<file path="src/mem_path_pkg.sv">
`default_nettype none

package mem_path_pkg;

    // memory port geometry
    localparam int unsigned ADDR_W   = 32;
    localparam int unsigned BEAT_W   = 64;
    localparam int unsigned LINE_W   = 256;
    localparam int unsigned BEATS    = LINE_W / BEAT_W;
    // byte offset inside one line
    localparam int unsigned OFFSET_W = 5;

    typedef logic [ADDR_W-1:0]         addr_t;
    typedef logic [BEAT_W-1:0]         beat_t;
    typedef logic [LINE_W-1:0]         line_t;
    typedef logic [$clog2(BEATS)-1:0]  beat_idx_t;

    // which requester owns the memory path
    typedef enum logic [1:0] {
        ARB_IDLE,
        ARB_INST,
        ARB_DATA
    } arb_state_e;

    // burst sequencing
    typedef enum logic [2:0] {
        BURST_IDLE,
        BURST_RD_REQ,
        BURST_RD_DATA,
        BURST_WR,
        BURST_DONE
    } burst_state_e;

endpackage : mem_path_pkg

`default_nettype wire

</file>
<file path="src/line_req_if.sv">
`timescale 1ns/1ps
`default_nettype none

interface line_req_if
    import mem_path_pkg::*;
();

    // request side, held until resp
    logic  read;
    logic  write;
    addr_t addr;
    line_t wdata;

    // response side, rdata valid with resp
    logic  resp;
    line_t rdata;

    modport arb (
        output read,
        output write,
        output addr,
        output wdata,
        input  resp,
        input  rdata
    );

    modport ctrl (
        input  read,
        input  write,
        input  addr,
        input  wdata,
        output resp,
        output rdata
    );

endinterface : line_req_if

`default_nettype wire

</file>
<file path="src/beat_if.sv">
`timescale 1ns/1ps
`default_nettype none

interface beat_if
    import mem_path_pkg::*;
();

    // controls from the burst controller
    logic  load_line;
    logic  shift_beat;
    logic  capture_beat;
    line_t wdata;

    // line register contents, beat 0 in the low bits
    line_t line_out;
    beat_t cur_beat;

    modport ctrl (
        output load_line,
        output shift_beat,
        output capture_beat,
        output wdata,
        input  line_out,
        input  cur_beat
    );

    modport buffer (
        input  load_line,
        input  shift_beat,
        input  capture_beat,
        input  wdata,
        output line_out,
        output cur_beat
    );

endinterface : beat_if

`default_nettype wire

</file>
<file path="src/line_arbiter.sv">
`timescale 1ns/1ps
`default_nettype none

module line_arbiter
    import mem_path_pkg::*;
(
    input  logic  clk,
    input  logic  rst,

    // instruction line requester
    input  logic  inst_read,
    input  addr_t inst_addr,
    output logic  inst_resp,
    output line_t inst_rdata,

    // data line requester
    input  logic  data_read,
    input  logic  data_write,
    input  addr_t data_addr,
    input  line_t data_wdata,
    output logic  data_resp,
    output line_t data_rdata,

    // shared line path toward the burst controller
    line_req_if.arb req
);

    arb_state_e state_q;
    arb_state_e state_d;

    logic inst_granted;
    logic data_granted;

    assign inst_granted = (state_q == ARB_INST);
    assign data_granted = (state_q == ARB_DATA);

    // data side wins a tie, grant held until the line comes back
    always_comb begin
        state_d = state_q;
        case (state_q)
            ARB_IDLE: begin
                if (data_read || data_write) begin
                    state_d = ARB_DATA;
                end else if (inst_read) begin
                    state_d = ARB_INST;
                end
            end
            ARB_INST, ARB_DATA: begin
                if (req.resp) begin
                    state_d = ARB_IDLE;
                end
            end
            default: begin
                state_d = ARB_IDLE;
            end
        endcase
    end

    always_ff @(posedge clk) begin
        if (rst) begin
            state_q <= ARB_IDLE;
        end else begin
            state_q <= state_d;
        end
    end

    // steer the owner onto the shared path
    always_comb begin
        req.read  = 1'b0;
        req.write = 1'b0;
        req.addr  = '0;
        req.wdata = '0;
        if (data_granted) begin
            req.read  = data_read;
            req.write = data_write;
            req.addr  = data_addr;
            req.wdata = data_wdata;
        end else if (inst_granted) begin
            // instruction side never writes
            req.read  = inst_read;
            req.addr  = inst_addr;
        end
    end

    // response goes back only to the owner
    assign inst_resp  = inst_granted && req.resp;
    assign data_resp  = data_granted && req.resp;
    assign inst_rdata = inst_granted ? req.rdata : '0;
    assign data_rdata = data_granted ? req.rdata : '0;

endmodule : line_arbiter

`default_nettype wire

</file>
<file path="src/burst_ctrl.sv">
`timescale 1ns/1ps
`default_nettype none

module burst_ctrl
    import mem_path_pkg::*;
(
    input  logic  clk,
    input  logic  rst,

    // granted line request
    line_req_if.ctrl req,

    // beat buffer control
    beat_if.ctrl     beats,

    // memory side
    input  logic  bmem_ready,
    input  logic  bmem_rvalid,
    output addr_t bmem_addr,
    output logic  bmem_read,
    output logic  bmem_write
);

    localparam beat_idx_t LAST_BEAT = beat_idx_t'(BEATS - 1);

    burst_state_e state_q;
    burst_state_e state_d;
    beat_idx_t    beat_cnt_q;
    addr_t        addr_q;

    logic start;
    logic last_beat;
    logic beat_done;

    // a transfer starts only with the memory ready
    assign start     = (state_q == BURST_IDLE) && (req.read || req.write) && bmem_ready;
    assign last_beat = (beat_cnt_q == LAST_BEAT);

    // read strobe and first write beat wait for ready
    assign bmem_read  = (state_q == BURST_RD_REQ) && bmem_ready;
    assign bmem_write = (state_q == BURST_WR) && ((beat_cnt_q != '0) || bmem_ready);
    assign bmem_addr  = addr_q;

    assign beats.load_line    = start && req.write;
    assign beats.shift_beat   = bmem_write;
    assign beats.capture_beat = (state_q == BURST_RD_DATA) && bmem_rvalid;
    assign beats.wdata        = req.wdata;

    // one beat moved this cycle, either direction
    assign beat_done = beats.shift_beat || beats.capture_beat;

    assign req.resp  = (state_q == BURST_DONE);
    assign req.rdata = beats.line_out;

    always_comb begin
        state_d = state_q;
        case (state_q)
            BURST_IDLE: begin
                if (start) begin
                    state_d = req.write ? BURST_WR : BURST_RD_REQ;
                end
            end
            BURST_RD_REQ: begin
                if (bmem_ready) begin
                    state_d = BURST_RD_DATA;
                end
            end
            BURST_RD_DATA: begin
                // beats may arrive with gaps
                if (bmem_rvalid && last_beat) begin
                    state_d = BURST_DONE;
                end
            end
            BURST_WR: begin
                if (bmem_write && last_beat) begin
                    state_d = BURST_DONE;
                end
            end
            BURST_DONE: begin
                state_d = BURST_IDLE;
            end
            default: begin
                state_d = BURST_IDLE;
            end
        endcase
    end

    always_ff @(posedge clk) begin
        if (rst) begin
            state_q    <= BURST_IDLE;
            beat_cnt_q <= '0;
        end else begin
            state_q <= state_d;
            // wraps back to zero after the fourth beat
            if (beat_done) begin
                beat_cnt_q <= beat_cnt_q + 1'b1;
            end
        end
    end

    // line-aligned address for the whole burst
    always_ff @(posedge clk) begin
        if (start) begin
            addr_q <= {req.addr[ADDR_W-1:OFFSET_W], {OFFSET_W{1'b0}}};
        end
    end

endmodule : burst_ctrl

`default_nettype wire

</file>
<file path="src/beat_buffer.sv">
`timescale 1ns/1ps
`default_nettype none

module beat_buffer
    import mem_path_pkg::*;
(
    input  logic  clk,
    input  logic  rst,

    // controls and line data from the burst controller
    beat_if.buffer beats,

    // memory beat data
    input  beat_t bmem_rdata,
    output beat_t bmem_wdata
);

    line_t line_q;

    always_ff @(posedge clk) begin
        if (rst) begin
            line_q <= '0;
        end else if (beats.load_line) begin
            line_q <= beats.wdata;
        end else if (beats.capture_beat) begin
            // new beat enters at the top, earlier beats move down
            line_q <= {bmem_rdata, line_q[LINE_W-1:BEAT_W]};
        end else if (beats.shift_beat) begin
            // rotate so the next write beat sits at the bottom
            line_q <= {line_q[BEAT_W-1:0], line_q[LINE_W-1:BEAT_W]};
        end
    end

    assign beats.line_out = line_q;
    assign beats.cur_beat = line_q[BEAT_W-1:0];

    // beat 0 of what is left always faces memory
    assign bmem_wdata = beats.cur_beat;

endmodule : beat_buffer

`default_nettype wire

</file>
<file path="src/mem_path_top.sv">
`timescale 1ns/1ps
`default_nettype none

module mem_path_top
    import mem_path_pkg::*;
(
    input  logic  clk,
    input  logic  rst,

    // instruction line requester
    input  logic  inst_read,
    input  addr_t inst_addr,
    output logic  inst_resp,
    output line_t inst_rdata,

    // data line requester
    input  logic  data_read,
    input  logic  data_write,
    input  addr_t data_addr,
    input  line_t data_wdata,
    output logic  data_resp,
    output line_t data_rdata,

    // burst memory port
    output addr_t bmem_addr,
    output logic  bmem_read,
    output logic  bmem_write,
    output beat_t bmem_wdata,
    input  logic  bmem_ready,
    input  beat_t bmem_rdata,
    input  logic  bmem_rvalid
);

    line_req_if req_bus ();
    beat_if     beat_bus ();

    line_arbiter u_line_arbiter (
        .clk        (clk),
        .rst        (rst),
        .inst_read  (inst_read),
        .inst_addr  (inst_addr),
        .inst_resp  (inst_resp),
        .inst_rdata (inst_rdata),
        .data_read  (data_read),
        .data_write (data_write),
        .data_addr  (data_addr),
        .data_wdata (data_wdata),
        .data_resp  (data_resp),
        .data_rdata (data_rdata),
        .req        (req_bus)
    );

    burst_ctrl u_burst_ctrl (
        .clk         (clk),
        .rst         (rst),
        .req         (req_bus),
        .beats       (beat_bus),
        .bmem_ready  (bmem_ready),
        .bmem_rvalid (bmem_rvalid),
        .bmem_addr   (bmem_addr),
        .bmem_read   (bmem_read),
        .bmem_write  (bmem_write)
    );

    beat_buffer u_beat_buffer (
        .clk        (clk),
        .rst        (rst),
        .beats      (beat_bus),
        .bmem_rdata (bmem_rdata),
        .bmem_wdata (bmem_wdata)
    );

endmodule : mem_path_top

`default_nettype wire

</file>
<file path="config.mk">
export PLATFORM = sky130hd
export DESIGN_NAME = mem_path_top
export DESIGN_NICKNAME = d
export VERILOG_FILES = /design/src/mem_path_pkg.sv /design/src/line_req_if.sv /design/src/beat_if.sv /design/src/line_arbiter.sv /design/src/burst_ctrl.sv /design/src/beat_buffer.sv /design/src/mem_path_top.sv
export SDC_FILE = /design/constraint.sdc
export NUM_CORES = 1
export LEC_CHECK = 0
export BUFFER_PORTS_ARGS = -buffer_cell sky130_fd_sc_hd__buf_4
export CAP_MARGIN = 10
export CELL_PAD_IN_SITES_DETAIL_PLACEMENT = 1
export CELL_PAD_IN_SITES_GLOBAL_PLACEMENT = 2
export CORE_AREA = 5 5 386 388
export DETAILED_ROUTE_END_ITERATION = 10
export DIE_AREA = 0 0 391 393
export PLACE_DENSITY = 0.67
export RECOVER_POWER = 100
export SLEW_MARGIN = 40
export SYNTH_ARGS = -nofsm -noshare
export SYNTH_HDL_FRONTEND = slang
export SYNTH_HIERARCHICAL = 1
export SYNTH_SLANG_ARGS = --single-unit
</file>
<file path="constraint.sdc">
create_clock -name clk -period 6.25 [get_ports clk]
set_clock_uncertainty 0.15 [all_clocks]
set_input_delay 0.3125 -clock clk [delete_from_list [all_inputs] [get_ports clk]]
set_output_delay 0.3125 -clock clk [all_outputs]
set_load 0.005 [all_outputs]
</file>
==> metrics.json <==
{
  "wl_per_cell": {"value": 22.7, "unit": "µm"},
  "vias_in_the_first_global_route": {"value": 24400},
  "leakage_power": {"value": 13.5, "unit": "nW"},
  "worst_ep_required_time": {"value": 6.64, "unit": "ns"},
  "worstPathMaxFanout": {"value": 81},
  "final-setup-viol-count": {"value": 0},
  "cts_post_setup_buffers_inserted": {"value": 0},
  "initial_antenna_violation_count": {"value": 24},
  "critical_path_buf_inv_count": {"value": 4},
  "worstSetupPathType": {"value": "reg2reg"},
  "cts_inserted_buffers": {"value": 41},
  "floorplan.core_area": {"value": 145000, "unit": "µm²"},
  "track_usage": {"value": 0.153},
  "routed_wirelength": {"value": 126000, "unit": "µm"},
  "vias_per_inst": {"value": 4.19},
  "timing.max_slew.rel_slack": {"value": -1.28},
  "syn_area": {"value": 25400, "unit": "µm²"},
  "flow.area_growth_from_synthesis": {"value": 33.2, "unit": "%"},
  "finalHoldViolCount": {"value": 0},
  "clk-insertion-delay-late": {"value": 0.59, "unit": "ns"},
  "die_extent_in_x": {"value": 391, "unit": "µm"},
  "netlist_instances": {"value": 3102},
  "clockBufferDepth": {"value": 3},
  "layout_min_cycle_time": {"value": 4.95, "unit": "ns"},
  "layout_commonest_cell": {"value": "sky130_fd_sc_hd__buf_4"},
  "timing.critical_path.to_type": {"value": "register"},
  "final_nets": {"value": 3985},
  "cts.htree.levels": {"value": 2},
  "synthesis.area_per_instance": {"value": 8.18, "unit": "µm²"},
  "floorplan.die.height": {"value": 393, "unit": "µm"},
  "n_fill_cell": {"value": 17400},
  "place_congestion": {"value": 0.791},
  "drt_iter0_drc": {"value": 1122},
  "status": {"value": "complete, but fails checks"},
  "setup.worst_path.start_class": {"value": "register"},
  "initial_core_util": {"value": 0.175},
  "port_buffers": {"value": 987},
  "floorplan.io_pins": {"value": 1003},
  "layout-drive-gt1-share": {"value": 0.290},
  "clk_pin_slew_worst_paths": {"value": 0.06, "unit": "ns"},
  "dp_hpwl": {"value": 90300, "unit": "µm"},
  "detailroute.via_count": {"value": 23300},
  "yosysWarnings": {"value": 6},
  "rsz0062_at_grt": {"value": "false"},
  "route.detailed.drc": {"value": 0},
  "cts.sinks": {"value": 290},
  "cp_cell_sequence": {"value": "inv_1 > ha_1 > and2_0 > nor4b_4 > buf_4 > buf_4 > nand3b_1 > o221ai_1 > dlygate4sd3_1"},
  "power-per-cell-area": {"value": 244, "unit": "nW/µm²"},
  "antenna_violating_nets_left": {"value": 0},
  "cap_viol_max_count": {"value": 6},
  "worst-slew-pin-transition": {"value": 3.43, "unit": "ns"},
  "fmax": {"value": 0.202, "unit": "GHz"},
  "clock_tree_from_tritoncts": {"value": "done"},
  "timing.critical_path.max_delay_family": {"value": "buffers and inverters"},
  "timing.setup.tns": {"value": 0, "unit": "ns"},
  "vdd_ir_drop_max": {"value": 0.000255, "unit": "V"},
  "drt_pre_antenna_iters": {"value": 4},
  "critical-path-max-stage-delay": {"value": 1.14, "unit": "ns"},
  "slowest_stage": {"value": "sky130_fd_sc_hd__ha_1"},
  "worst_path_most_repeated_cell": {"value": "sky130_fd_sc_hd__buf_4"},
  "grt_pass1_wl": {"value": 176000, "unit": "µm"},
  "hp-class": {"value": "in2reg"},
  "hold_buffers": {"value": 351},
  "grt_max_degree": {"value": 200},
  "failing_checks": {"value": "max-capacitance violations, max-slew violations"},
  "root_buffer": {"value": "sky130_fd_sc_hd__clkbuf_16"},
  "design.die.area": {"value": 154000, "unit": "µm²"},
  "final_min_period_over_clock_period": {"value": 0.792},
  "cts_resized": {"value": 0},
  "num_rows": {"value": 140},
  "grt_overflow_total": {"value": 0},
  "timing_max_transition_violations_final": {"value": 342},
  "timing.critical_path.arrival": {"value": 5.34, "unit": "ns"},
  "utilization": {"value": 0.233},
  "most-common-layout-cells": {"value": "742 x sky130_fd_sc_hd__buf_4, 430 x sky130_fd_sc_hd__and2_1, 351 x sky130_fd_sc_hd__dlygate4sd3_1"}
}
[metal layers]
layer,vias to the layer above,GRT usage,part of all wire
met5,-,0,0.00010
met4,2,0.0407,0.026
met3,122,0.0270,0.052
met2,721,0.268,0.49
met1,11500,0.193,0.43
li1,10900,-,-
[worst min-delay path: stages]
cell and delay [ns]:
sky130_fd_sc_hd__buf_4 0.10, sky130_fd_sc_hd__and2_1 0.12, sky130_fd_sc_hd__nor2b_1 0.10, sky130_fd_sc_hd__a2111oi_0 0.07
[layout make-up]
| type | instances | area [µm²] | area share |
|---|---|---|---|
| clock inverters | 13 | 146 | 0.00433 |
| multi-input cells | 1880 | 12800 | 0.379 |
| repair buffers | 1371 | 11200 | 0.330 |
| clock buffers | 61 | 1170 | 0.0347 |
| diodes | 11 | 27.5 | 0.000814 |
| inverters | 5 | 21.3 | 0.000629 |
| well taps | 1917 | 2400 | 0.0710 |
| flip-flops and latches | 290 | 6080 | 0.180 |
[where the power goes]
| part | total (mW) | internal, mW | switching [mW] |
|---|---|---|---|
| Combinational | 3.18 | 1.47 | 1.71 |
| Sequential | 2.65 | 2.19 | 0.464 |
| Clock | 2.42 | 1.42 | 0.997 |
| Total | 8.25 | 5.08 | 3.17 |
[flip-flops by register name (all words and copies together), names as in the netlist]
register / cells
u_burst_ctrl/bmem_addr: 27
u_line_arbiter/state_q: 2
u_burst_ctrl/beat_cnt_q: 2
u_beat_buffer/beats.line_out: 256
u_burst_ctrl/state_q: 3
[worst paths after layout]
check	start	slack [ns]	endpoint	cells after the start
max	u_line_arbiter/state_q[0]	1.30	u_beat_buffer/beats.line_out[225]	9
min	data_wdata[106]	0.02	u_beat_buffer/beats.line_out[106]	4
max reg2reg	u_line_arbiter/state_q[0]	1.30	u_beat_buffer/beats.line_out[225]	9
min reg2reg	u_burst_ctrl/beat_cnt_q[1]	0.35	u_burst_ctrl/beat_cnt_q[1]	2
[per-stage QoR]
step | hold slack (ns) | power (mW) | cell area (µm²) | std cells | setup slack [ns]
2_1_floorplan | 0.232 | 5.42 | 25400 | 3106 | 2.87
3_3_place_gp | 0.331 | 5.63 | 29300 | 5106 | 2.17
3_5_place_dp | 0.349 | 5.71 | 29400 | 5111 | 2.05
4_1_cts | 0.00222 | 8.49 | 34200 | 5536 | 1.76
5_1_grt | 0.0161 | 8.75 | 33800 | 5542 | 0.929
6_report | 0.0239 | 8.25 | 33800 | 5548 | 1.30
Note: power is estimated with default switching activity, not from simulation.
